$ cat src/rtl/cpc_loader_defines.svh
// Common widths, ROM page numbers and queue sizing for the CPC boot loader
`ifndef CPC_LOADER_DEFINES_SVH
`define CPC_LOADER_DEFINES_SVH

////////////////////
// Bus widths
`define CPC_DL_ADDR_W   25    // Host file address
`define CPC_MEM_ADDR_W  23    // 8 MB per bank
`define CPC_PAGE_OFS_W  14    // 16 KB page
`define CPC_PAGE_W      9
`define CPC_BANK_W      2
`define CPC_MAP_W       256   // One bit per upper-half page

`define CPC_QUEUE_DEPTH 4

////////////////////
// Pages of the base ROM slots
`define CPC_PAGE_OS     9'h000
`define CPC_PAGE_BASIC  9'h100
`define CPC_PAGE_AMSDOS 9'h107
`define CPC_PAGE_MF2    9'h0FF

`define CPC_PAGE_BAD_EXT    9'h1EE  // Spare page for malformed extensions
`define CPC_PAGE_COMBO_NEXT 9'h1FF  // Wraps to upper page 00 on the next block

// Special two-letter extensions
`define CPC_EXT_ZZ 16'h5A5A  // "ZZ"
`define CPC_EXT_Z0 16'h5A30  // "Z0"

`endif

$ cat src/rtl/loader_pkg.sv
// Download-side types and producer FSM states of the boot loader
`default_nettype none

`include "cpc_loader_defines.svh"

package loader_pkg;

	typedef logic [`CPC_DL_ADDR_W-1:0] dl_addr_t;  // Byte address in the image file
	typedef logic [7:0]                dl_index_t; // Image index from the host
	typedef logic [15:0]               file_ext_t; // Two extension characters

	// Top bit picks the upper 4 MB half
	typedef logic [`CPC_PAGE_W-1:0] page_t;

	// Producer FSM
	typedef enum logic [1:0] {
		idle,
		emit,      // First or only copy
		emit_dual  // Copy into bank 1
	} loader_state_e;

endpackage

`default_nettype wire

$ cat src/rtl/mem_pkg.sv
// Memory-side types and write port FSM states of the boot loader
`default_nettype none

`include "cpc_loader_defines.svh"

package mem_pkg;

	typedef logic [7:0]                 byte_t;
	typedef logic [`CPC_MEM_ADDR_W-1:0] mem_addr_t;
	typedef logic [`CPC_BANK_W-1:0]     bank_t;     // 0 is 6128, 1 is 664
	typedef logic [`CPC_MAP_W-1:0]      rom_map_t;

	// Four-phase req/ack sequencing
	typedef enum logic [1:0] {idle, req_high, wait_ack_low} port_state_e;

endpackage

`default_nettype wire

$ cat src/rtl/rom_image_loader.sv
// Maps host download bytes of ROM images to bank and address and queues the writes
`default_nettype none

`include "cpc_loader_defines.svh"

module rom_image_loader (
	input  wire                        clk_sys,
	input  wire                        reset,
	input  wire                        ioctl_download,
	input  wire loader_pkg::dl_index_t ioctl_index,
	input  wire loader_pkg::file_ext_t ioctl_file_ext,
	input  wire loader_pkg::dl_addr_t  ioctl_addr,
	input  wire mem_pkg::byte_t        ioctl_dout,
	input  wire                        ioctl_wr,
	input  wire                        full,
	output logic                       ioctl_wait,
	output logic                       push,
	output mem_pkg::mem_addr_t         push_addr,
	output mem_pkg::bank_t             push_bank,
	output mem_pkg::byte_t             push_data
);

	localparam int SLOT_W = `CPC_DL_ADDR_W - `CPC_PAGE_OFS_W;

	loader_pkg::loader_state_e state;
	loader_pkg::page_t         page;       // Expansion base page
	loader_pkg::page_t         base_page;
	loader_pkg::page_t         start_page;
	logic                      combo;      // Z0 image switches page after the first 16 KB
	logic                      start_combo;
	logic                      dual;       // Bank 1 copy still to go
	logic                      download_d;
	logic                      rom_download;
	logic                      dl_start;
	logic                      accept;
	logic                      last_push;
	logic [SLOT_W-1:0]         slot;
	logic [7:0]                exp_page_lo;
	logic [4:0]                ext_hi;
	logic [4:0]                ext_lo;
	mem_pkg::mem_addr_t        next_addr;
	mem_pkg::bank_t            next_bank;

	// {valid, value} of an extension character taken as a hex digit
	function automatic logic [4:0] hex_digit(input logic [7:0] c);
		logic [4:0] r;
		r = 5'd0;
		if (c >= "0" && c <= "9")
			r = {1'b1, c[3:0]};
		else if (c >= "A" && c <= "F")
			r = {1'b1, c[3:0] + 4'd9};
		return r;
	endfunction

	assign rom_download = ioctl_download && (ioctl_index[4:0] < 5'd4);
	assign dl_start     = rom_download && !download_d;
	assign slot         = ioctl_addr[`CPC_DL_ADDR_W-1:`CPC_PAGE_OFS_W];
	assign exp_page_lo  = page[7:0] + ioctl_addr[21:14];  // Wraps mod 256
	assign ext_hi       = hex_digit(ioctl_file_ext[15:8]);
	assign ext_lo       = hex_digit(ioctl_file_ext[7:0]);

	////////////////////
	// Address mapping

	always_comb begin
		case (slot[1:0])
			2'd0:    base_page = `CPC_PAGE_OS;
			2'd1:    base_page = `CPC_PAGE_BASIC;
			2'd2:    base_page = `CPC_PAGE_AMSDOS;
			default: base_page = `CPC_PAGE_MF2;
		endcase

		if (ioctl_index != '0) begin
			next_addr = {page[8], exp_page_lo, ioctl_addr[`CPC_PAGE_OFS_W-1:0]};
			next_bank = {1'b0, &ioctl_index[7:6]};
		end else begin
			next_addr = {base_page, ioctl_addr[`CPC_PAGE_OFS_W-1:0]};
			next_bank = {1'b0, slot[2]};                 // Slots 4..7 go to the 664
		end
	end

	// Page picked from the extension at download start
	always_comb begin
		start_page  = `CPC_PAGE_BAD_EXT;
		start_combo = 1'b0;
		if (ext_hi[4]) start_page[7:4] = ext_hi[3:0];
		if (ext_lo[4]) start_page[3:0] = ext_lo[3:0];
		if (ioctl_file_ext == `CPC_EXT_ZZ) start_page = '0;
		if (ioctl_file_ext == `CPC_EXT_Z0) begin
			start_page  = '0;
			start_combo = 1'b1;
		end
	end

	// Base image bytes past slot 7 are dropped
	assign accept    = (state == loader_pkg::idle) && rom_download && ioctl_wr &&
		(ioctl_index != '0 || slot < SLOT_W'(8));
	assign push      = (state != loader_pkg::idle);
	assign last_push = push && !full && (state == loader_pkg::emit_dual || !dual);

	////////////////////
	// Control

	always_ff @(posedge clk_sys) begin
		if (reset) begin
			state      <= loader_pkg::idle;
			ioctl_wait <= 1'b0;
			dual       <= 1'b0;
			combo      <= 1'b0;
			page       <= '0;
			download_d <= 1'b0;
		end else begin
			download_d <= ioctl_download;

			if (accept) begin
				state      <= loader_pkg::emit;
				ioctl_wait <= 1'b1;
				dual       <= (ioctl_index[7:6] == 2'b01 || ioctl_index[5:0] != '0) &&
					next_bank == '0;
			end else if (state == loader_pkg::emit && !full && dual) begin
				state <= loader_pkg::emit_dual;
				dual  <= 1'b0;
			end

			if (last_push) begin
				state      <= loader_pkg::idle;
				ioctl_wait <= 1'b0;
				if (combo && &push_addr[`CPC_PAGE_OFS_W-1:0]) begin
					combo <= 1'b0;
					page  <= `CPC_PAGE_COMBO_NEXT;
				end
			end

			if (dl_start && ioctl_index != '0) begin
				page  <= start_page;
				combo <= start_combo;
			end
		end
	end

	// Write payload and the bank flip for the second copy
	always_ff @(posedge clk_sys) begin
		if (accept) begin
			push_addr <= next_addr;
			push_bank <= next_bank;
			push_data <= ioctl_dout;
		end else if (state == loader_pkg::emit && !full && dual) begin
			push_bank <= 2'd1;
		end
	end

endmodule

`default_nettype wire

$ cat src/rtl/write_queue.sv
// Circular FIFO of pending memory writes between the loader and the memory port
`default_nettype none

`include "cpc_loader_defines.svh"

module write_queue (
	input  wire                     clk_sys,
	input  wire                     reset,
	input  wire                     push,
	input  wire mem_pkg::mem_addr_t push_addr,
	input  wire mem_pkg::bank_t     push_bank,
	input  wire mem_pkg::byte_t     push_data,
	input  wire                     pop,
	output logic                    full,
	output logic                    empty,
	output mem_pkg::mem_addr_t      head_addr,
	output mem_pkg::bank_t          head_bank,
	output mem_pkg::byte_t          head_data
);

	localparam int DEPTH = `CPC_QUEUE_DEPTH;
	localparam int PTR_W = (DEPTH > 1) ? $clog2(DEPTH) : 1;
	localparam int CNT_W = $clog2(DEPTH + 1);

	mem_pkg::mem_addr_t addr_mem [DEPTH];
	mem_pkg::bank_t     bank_mem [DEPTH];
	mem_pkg::byte_t     data_mem [DEPTH];

	logic [PTR_W-1:0] wr_ptr;
	logic [PTR_W-1:0] rd_ptr;
	logic [CNT_W-1:0] count;
	logic             do_push;
	logic             do_pop;

	// Pointer step with wrap at the last entry
	function automatic logic [PTR_W-1:0] next_ptr(input logic [PTR_W-1:0] p);
		return (p == PTR_W'(DEPTH - 1)) ? '0 : p + 1'b1;
	endfunction

	assign do_push = push && !full;
	assign do_pop  = pop && !empty;

	assign full  = (count == CNT_W'(DEPTH));
	assign empty = (count == '0);

	assign head_addr = addr_mem[rd_ptr];
	assign head_bank = bank_mem[rd_ptr];
	assign head_data = data_mem[rd_ptr];

	////////////////////
	// Storage

	always_ff @(posedge clk_sys) begin
		if (do_push) begin
			addr_mem[wr_ptr] <= push_addr;
			bank_mem[wr_ptr] <= push_bank;
			data_mem[wr_ptr] <= push_data;
		end
	end

	// Pointers and fill level
	always_ff @(posedge clk_sys) begin
		if (reset) begin
			wr_ptr <= '0;
			rd_ptr <= '0;
			count  <= '0;
		end else begin
			if (do_push) wr_ptr <= next_ptr(wr_ptr);
			if (do_pop)  rd_ptr <= next_ptr(rd_ptr);

			if (do_push && !do_pop)
				count <= count + 1'b1;
			else if (do_pop && !do_push)
				count <= count - 1'b1;      // Push and pop together keep the level
		end
	end

endmodule

`default_nettype wire

$ cat src/rtl/bank_write_port.sv
// Memory write port with four-phase req/ack and the map of loaded expansion pages
`default_nettype none

`include "cpc_loader_defines.svh"

module bank_write_port (
	input  wire                     clk_sys,
	input  wire                     reset,
	input  wire                     empty,
	input  wire mem_pkg::mem_addr_t head_addr,
	input  wire mem_pkg::bank_t     head_bank,
	input  wire mem_pkg::byte_t     head_data,
	input  wire                     mem_ack,
	output logic                    pop,
	output logic                    mem_req,
	output mem_pkg::mem_addr_t      mem_addr,
	output mem_pkg::bank_t          mem_bank,
	output mem_pkg::byte_t          mem_data,
	output mem_pkg::rom_map_t       rom_map
);

	localparam int HI_BIT = `CPC_MEM_ADDR_W - 1;

	mem_pkg::port_state_e state;
	logic                 write_done;

	// Next entry only once the previous ack is gone
	assign pop = (state == mem_pkg::idle) && !empty && !mem_ack;

	assign mem_req    = (state == mem_pkg::req_high);
	assign write_done = (state == mem_pkg::wait_ack_low) && !mem_ack;

	////////////////////
	// Handshake FSM

	always_ff @(posedge clk_sys) begin
		if (reset) begin
			state <= mem_pkg::idle;
		end else begin
			case (state)
				mem_pkg::idle:
					if (pop) state <= mem_pkg::req_high;
				mem_pkg::req_high:
					if (mem_ack) state <= mem_pkg::wait_ack_low;  // Drop req
				mem_pkg::wait_ack_low:
					if (!mem_ack) state <= mem_pkg::idle;
				default:
					state <= mem_pkg::idle;
			endcase
		end
	end

	// Held from the rise of req until it falls
	always_ff @(posedge clk_sys) begin
		if (pop) begin
			mem_addr <= head_addr;
			mem_bank <= head_bank;
			mem_data <= head_data;
		end
	end

	////////////////////
	// Loaded page map

	// Upper-half writes mark their page within that half
	always_ff @(posedge clk_sys) begin
		if (reset) begin
			rom_map <= '0;
		end else if (write_done && mem_addr[HI_BIT]) begin
			rom_map[mem_addr[HI_BIT-1 -: 8]] <= 1'b1;
		end
	end

endmodule

`default_nettype wire

$ cat src/rtl/cpc_loader_top.sv
// Boot loader top level joining the ROM image mapper, write queue and memory write port
`default_nettype none

module cpc_loader_top (
	input  wire                        clk_sys,
	input  wire                        reset,

	// Host download
	input  wire                        ioctl_download,
	input  wire loader_pkg::dl_index_t ioctl_index,
	input  wire loader_pkg::file_ext_t ioctl_file_ext,
	input  wire loader_pkg::dl_addr_t  ioctl_addr,
	input  wire mem_pkg::byte_t        ioctl_dout,
	input  wire                        ioctl_wr,
	output wire                        ioctl_wait,

	// External memory
	output wire                        mem_req,
	output wire mem_pkg::mem_addr_t    mem_addr,
	output wire mem_pkg::bank_t        mem_bank,
	output wire mem_pkg::byte_t        mem_data,
	input  wire                        mem_ack,

	output wire mem_pkg::rom_map_t     rom_map
);

	// Loader to queue
	wire                     push;
	wire mem_pkg::mem_addr_t push_addr;
	wire mem_pkg::bank_t     push_bank;
	wire mem_pkg::byte_t     push_data;
	wire                     full;

	// Queue to write port
	wire                     pop;
	wire                     empty;
	wire mem_pkg::mem_addr_t head_addr;
	wire mem_pkg::bank_t     head_bank;
	wire mem_pkg::byte_t     head_data;

	rom_image_loader i_loader (
		.clk_sys(clk_sys), .reset(reset),
		.ioctl_download(ioctl_download), .ioctl_index(ioctl_index),
		.ioctl_file_ext(ioctl_file_ext), .ioctl_addr(ioctl_addr),
		.ioctl_dout(ioctl_dout), .ioctl_wr(ioctl_wr), .full(full),
		.ioctl_wait(ioctl_wait), .push(push), .push_addr(push_addr),
		.push_bank(push_bank), .push_data(push_data)
	);

	write_queue i_queue (
		.clk_sys(clk_sys), .reset(reset), .push(push), .push_addr(push_addr),
		.push_bank(push_bank), .push_data(push_data), .pop(pop), .full(full),
		.empty(empty), .head_addr(head_addr), .head_bank(head_bank), .head_data(head_data)
	);

	bank_write_port i_port (
		.clk_sys(clk_sys), .reset(reset), .empty(empty), .head_addr(head_addr),
		.head_bank(head_bank), .head_data(head_data), .mem_ack(mem_ack), .pop(pop),
		.mem_req(mem_req), .mem_addr(mem_addr), .mem_bank(mem_bank),
		.mem_data(mem_data), .rom_map(rom_map)
	);

endmodule

`default_nettype wire

$ cat config.mk
export PLATFORM = sky130hd
export DESIGN_NAME = cpc_loader_top
export DESIGN_NICKNAME = d
export VERILOG_FILES = /design/src/rtl/loader_pkg.sv /design/src/rtl/mem_pkg.sv /design/src/rtl/rom_image_loader.sv /design/src/rtl/write_queue.sv /design/src/rtl/bank_write_port.sv /design/src/rtl/cpc_loader_top.sv
export VERILOG_INCLUDE_DIRS = /design/src /design/src/rtl
export SDC_FILE = /design/constraint.sdc
export NUM_CORES = 1
export LEC_CHECK = 0
export ABC_AREA = 1
export CAP_MARGIN = 20
export CORE_UTILIZATION = 49
export CTS_BUF_LIST = sky130_fd_sc_hd__clkbuf_2
export DETAILED_ROUTE_END_ITERATION = 6
export DONT_BUFFER_PORTS = 1
export PLACE_DENSITY_LB_ADDON = 0.2
export SYNTH_ARGS = -nofsm -noshare
export SYNTH_HDL_FRONTEND = slang
export SYNTH_SLANG_ARGS = --single-unit
$ cat constraint.sdc
create_clock -name clk_sys -period 2.3 [get_ports clk_sys]
set_input_delay 0.23 -clock clk_sys [delete_from_list [all_inputs] [get_ports clk_sys]]
set_output_delay 0.23 -clock clk_sys [all_outputs]
set_load 0.005 [all_outputs]
After elaboration in Yosys (flattened, before gate mapping) --
Memory sizes are Yosys's and may differ from the RTL's. A register that Yosys moved wholly into a read port is not among the register bits. Index checks and enable logic that the tools add are counted.
Storage, ports and cells: flip-flop bits (word level) 313, RAM bits 132, input bits 62, output and inout port bits 291, logic and storage cells 141, memories kept 3
Cells by class: add/sub/neg operators 7, $lt $le $gt $ge 12, equality and inequality tests 15, multiplexer cells 36, bitwise logic cells 1, reductions and logical operators 52
Memory list:
- i_queue.addr_mem | words 4, width 23, read ports 1, clocked after memory_dff 1, wr ports 1, RTL line write_queue.sv:25 | mem_pkg::mem_addr_t addr_mem [DEPTH];
- i_queue.data_mem | words 4, width 8, read ports 1, clocked after memory_dff 1, wr ports 1, RTL line write_queue.sv:27 | mem_pkg::byte_t data_mem [DEPTH];
- i_queue.bank_mem | words 4, width 2, read ports 1, clocked after memory_dff 1, wr ports 1, RTL line write_queue.sv:26 | mem_pkg::bank_t bank_mem [DEPTH];
Operators with widths (number):
- $or A256 B256 Y256 | 1
- $mux W9 | 5
- $eq A16 B15 Y1 const B | 2
- $pmux W9 S3 | 1
- $logic_and A1 B1 Y1 | 24
- $mux W23 | 1
- $mux W5 | 4
- $ge A8 B6 Y1 const B | 2
- $ge A8 B7 Y1 const B | 2
- $le A8 B6 Y1 const B | 2
- $le A8 B7 Y1 const B | 2
- $mux W2 | 7
- $reduce_and A14 Y1 | 1
- $mux W1 | 12
- $lt A11 B4 Y1 const B | 1
- $eq A2 B2 Y1 const B | 5
- $reduce_bool A2 Y1 | 5
- $lt A8 B9 Y1 const B | 1
- $add A4 B4 Y4 const B | 2
- $add A8 B8 Y8 | 1
- $demux W1 S8 | 1
- $eq A2 B1 Y1 const B | 4
- $ge A8 B1 Y1 const B | 1
- $logic_not A2 Y1 | 4
- 19 further kinds | 32

Longest topological paths before layout --
depth after elaboration 8, mapped depth 13, gate-level depth less buffers 12

Modules after synthesis --
From an unflattened synthesis, not the netlist that was laid out.
Second synthesis, totals: cell total of the unflattened synthesis 1909, area, all modules 18464.0 sq um
Modules (own cells, without submodules):
- bank_write_port | instances 1, cells each 1221, area each 10406.2 sq um, seq. area each 6155.9 sq um
- write_queue | instances 1, cells each 390, area each 5422.7 sq um, seq. area each 4144.0 sq um
- rom_image_loader | instances 1, cells each 298, area each 2635.0 sq um, seq. area each 1261.2 sq um

Least setup slack after synthesis --
Ideal clock, no wire load.
kind flip-flop to flip-flop, start point register i_queue.count[0], end point memory i_queue.addr_mem[0][0] in the netlist's numbering, enable pin, library setup time 421 ps, data arrival time 2108 ps, required time 1879 ps, path slack -229 ps, stages on the path, launching flop included 6, buffers on the path 1, period minus slack after synthesis 2529 ps, path through dfxtp_1 > inv_1 > nand3_1 > nand2_1 > clkbuf_1 > nor2_1
Between the ends: cells in the longest elaborated chain, start to end 5
Ends and longest elaborated chain:
- start: declaration | RTL line write_queue.sv:31 | logic [CNT_W-1:0] count;
- start signal: assignment | RTL line write_queue.sv:72 | count <= count + 1'b1;
- start signal: assignment | RTL line write_queue.sv:74 | count <= count - 1'b1;
- $eq A3 B3 Y1 | RTL line write_queue.sv:43 | assign full = (count == CNT_W'(DEPTH));
- $logic_not A1 Y1 | RTL line write_queue.sv:40 | assign do_push = push && !full;
- $logic_and A1 B1 Y1 | RTL line write_queue.sv:40
- $mux W1 | RTL line write_queue.sv:54 | if (do_push) begin
- $mux W1 (not written as such) | RTL line write_queue.sv:55 | addr_mem[wr_ptr] <= push_addr;
- end: declaration | RTL line write_queue.sv:25
No other way between the ends.

Worst setup path after layout --
start point input port ioctl_index[2], end point register i_loader.push_addr[14] (data pin)
Between the ends: cells in the longest elaborated chain, start to end 2
Ends and longest elaborated chain:
- start: declaration | RTL line cpc_loader_top.sv:10 | input wire loader_pkg::dl_index_t ioctl_index,
- $reduce_bool A8 Y1 | RTL line rom_image_loader.sv:73 | if (ioctl_index != '0) begin
- $mux W23 | RTL line rom_image_loader.sv:73
- net i_loader.next_addr[14] | RTL line rom_image_loader.sv:41 | mem_pkg::mem_addr_t next_addr;
- end signal: assignment | RTL line rom_image_loader.sv:144 | push_addr <= next_addr;
- end: declaration | RTL line rom_image_loader.sv:18 | output mem_pkg::mem_addr_t push_addr,
The timed path passes the listed nets, and every way through them passes these cells. A chain may end at the register's enable or synchronous reset.

==> results.toml <==
[yosys]
synth.yosys.seq_area_share_pct = 63.88
dominantRegCellSynth = "dfxtp_1"
syn_area_per_cell_um2 = 9.611
synth_edf_count = 192
synth_cell_types = 35
ys_seq_elements = 472
syn_nets = 1940
ys_warn_count = 0
async_flop_share_pct = 0
synth.cell_area_um2 = 17800
netlist_instances = 1852

[die]
initial_core_util_pct = 49.92
core_um2 = 35660
die-area_um2 = 37090
die_w_um = 192.6
die_y_um = 192.6
io_pins = 353
num_rows = 69

[routing]
wl_mm = 47.06
wl_per_cell_um = 18.20
drc = 66
vias = 13170
drtIter0Drc = 768
vias_per_cell = 5.092
first_pass_iters = 7
antenna_left = 0

[clock_tree]
cts-htree-levels = 3
numCtsBuffers = 115
clk_pin_slew_ps = 100
cts_setup_buffers = 0
root_buffer = "clkbuf_2"
cts-hold-fix-buffers = 96
cts_tree = "built"
clk_latency_ps = 1050
cts_max_path_buffers = 3
cts_sinks = 472

[critical_path]
r2r_start = "i_queue.count[0]"
criticalPathCategory = "primary input to flop"
crit_required_ps = 3090
endpoint_kind = "flop"
r2r-end = "i_port.state[0]"
crit_path_max_fanout = 7
endpoint = "i_loader.push_addr[14]"
cp-startpoint = "ioctl_index[2]"
r2r_slack_ps = 100
startpoint_type = "primary input"
reg2reg_depth = 7
worstPathArrival_ps = 3090

[global_routing]
grt_max_degree = 273
grt_pass1_vias = 12260
overflow = 0
antenna_found_initial = 2
grt_pass1_wl_mm = 68.61
grt_use_total_pct = 24.70

[power]
power.leakage_uw = 0.007373
peakVddDrop_mv = 0.4279
cellPowerDensity_nw_per_um2 = 864.0

[sta]
worst_pin_slew_ps = 907.2
fmax_mhz = 434.6
setup_ws_ps = -0.9379
finalMaxSlewViolations = 0
layout_worst_path_cycle_share_pct = 100.0
slew_headroom_pct = 39.32
tns_ps = -0.9379
hold-worst-slack_ps = -721.9
layout_min_cycle_time_ps = 2301
setup_violations = 1
hold_viol = 267
skew_ps = 47.60
rsz0062_at_grt = "false"

[placement]
dp_hpwl_mm = 30.63
postPlaceCellArea_um2 = 18470
place.gp.congestion = 0.8521
io_buffers = 0

[finish]
drive_gt1_share_pct = 13.09
nets = 2122
fillers = 3156
area_growth_pct = 15.14
final_area_um2 = 20490

[min_path]
hold_path_class = "primary input to flop"

[run]
cap_violations = 0

[status]
status = "finished, violations left"
violations = "DRC, hold timing, setup timing"
==> how the worst min path moves through the flow <==
stage                        startpoint  slack, ps  cells after the start                    end
after CTS                         reset       -900                      1     i_port.rom_map[81]
after global placement            reset        320                      1    i_port.rom_map[219]
after global routing              reset       -820                      1    i_port.rom_map[185]
final                             reset       -720                      1    i_port.rom_map[214]
after detailed placement          reset        310                      1    i_port.rom_map[214]
after floorplan           ioctl_addr[0]        330                      0  i_loader.push_addr[0]
==> synthesized netlist by cell type, types with 2 or more instances <==
cell / instances / share of area, %
nand3_1: 33 / 0.93
nor2_2: 5 / 0.18
buf_4: 15 / 0.63
nand4_1: 10 / 0.35
nor2_4: 3 / 0.19
o22ai_1: 33 / 1.2
inv_2: 5 / 0.11
ha_1: 24 / 1.7
nand3b_1: 3 / 0.13
inv_1: 298 / 6.3
nor3_1: 3 / 0.084
edfxtp_1: 192 / 32
nor3_4: 16 / 1.5
a31oi_1: 2 / 0.070
a21oi_1: 282 / 7.9
clkbuf_1: 55 / 1.2
nor2_1: 153 / 3.2
dfxtp_1: 280 / 31
buf_2: 12 / 0.34
nand2_1: 326 / 6.9
o21ai_0: 83 / 2.3
or2_2: 3 / 0.11
fa_1: 2 / 0.22
buf_6: 2 / 0.13
nor3b_1: 2 / 0.084
==> what timing repair did <==
| item | in CTS | in global routing |
|---|---|---|
| endpoints found under the setup margin | 0 | 5 |
| gates resized for setup | 0 | 6 |
| endpoints found under the hold margin | 376 | 268 |
==> layout by cell type, fill, tap and decap left out, drive strengths merged <==
master       instances
a211oi               1
a21oi              282
a31oi                2
and2                 1
buf                 54
bufinv               1
clkbuf             170
clkinv              31
clkinvlp             3
conb                 1
dfxtp              280
diode                1
dlygate4sd3         96
edfxtp             192
fa                   2
ha                  24
inv                305
nand2              326
nand3               34
nand3b               3
nand4               10
nor2               161
nor3                20
nor3b                2
o21ai               83
o21bai               1
o22ai               33
o31ai                1
or2                  3
xnor2                1
xor2                 1
==> state kept, by name, summed over array words and instances, names as in the netlist, 3 cells and up <==
name,flops
i_queue.data_mem,32
i_loader.push_data,8
i_port.mem_addr,23
i_queue.bank_mem,4
i_queue.count,3
i_port.rom_map,256
i_loader.push_addr,23
i_loader.page,9
i_queue.addr_mem,92
i_port.mem_data,8
==> where the power goes <==
part / switching, µW / leakage [µW] / internal (µW)
registers: 265 / 0.00399 / 9170
logic: 2040 / 0.00259 / 854
clock network: 3280 / 0.000792 / 2100
total: 5580 / 0.00737 / 12100
==> layout make-up <==
class	instances	area (µm²)	area share [%]
antenna	1	2.502	0.01221
sequential	472	11370	55.49
timing repair buffer	150	1436	7.009
inverter	303	1137	5.549
multi-input combinational	992	4930	24.05
clock inverter	37	187.7	0.9157
tap	461	576.8	2.814
clock buffer	170	850.8	4.151
==> per-stage QoR <==
stage	worst slack (ps)	utilization [%]	hold slack (ps)	power [µW]	instances
floorplan	-229.5	-	328.9	11330	1852
global placement	250.8	51.80	315.3	12290	2282
detailed placement	195.3	51.80	314.6	12370	2282
CTS	65.89	57.41	-897.1	17910	2585
global route	5.927	57.48	-821.2	18650	2586
finish	-0.9379	57.48	-721.9	17710	2586
==> kinds of logic after synthesis <==
kind of cell | count (synthesis) | share of synthesized area (%)
buffers and inverters | 388 | 8.667
adder cells (fa/ha/maj) | 26 | 1.912
XOR/XNOR | 2 | 0.09843
flip-flops | 472 | 63.88
other | 1 | 0.02107
AO/OA/AOI/OAI | 403 | 11.62
AND/OR/NAND/NOR | 560 | 13.80
==> routing by layer <==
layer  GRT usage (%)  wire, µm  vias to the layer above
met5               0         7                        -
met4           9.449       930                        2
met3           10.31      5275                       61
met2           39.65     22070                      496
met1           29.36     18780                     6180
li1                -         -                     6430
==> worst max-delay path: stages <==
cell	delay, ps
dlygate4sd3_1	550
nor2_1	130
dlygate4sd3_1	570
nand3_1	80
nor2_2	130
inv_1	150
nand2_1	90
dlygate4sd3_1	550
nand2_1	50
dlygate4sd3_1	560
Power figures use the tool's default switching activity.
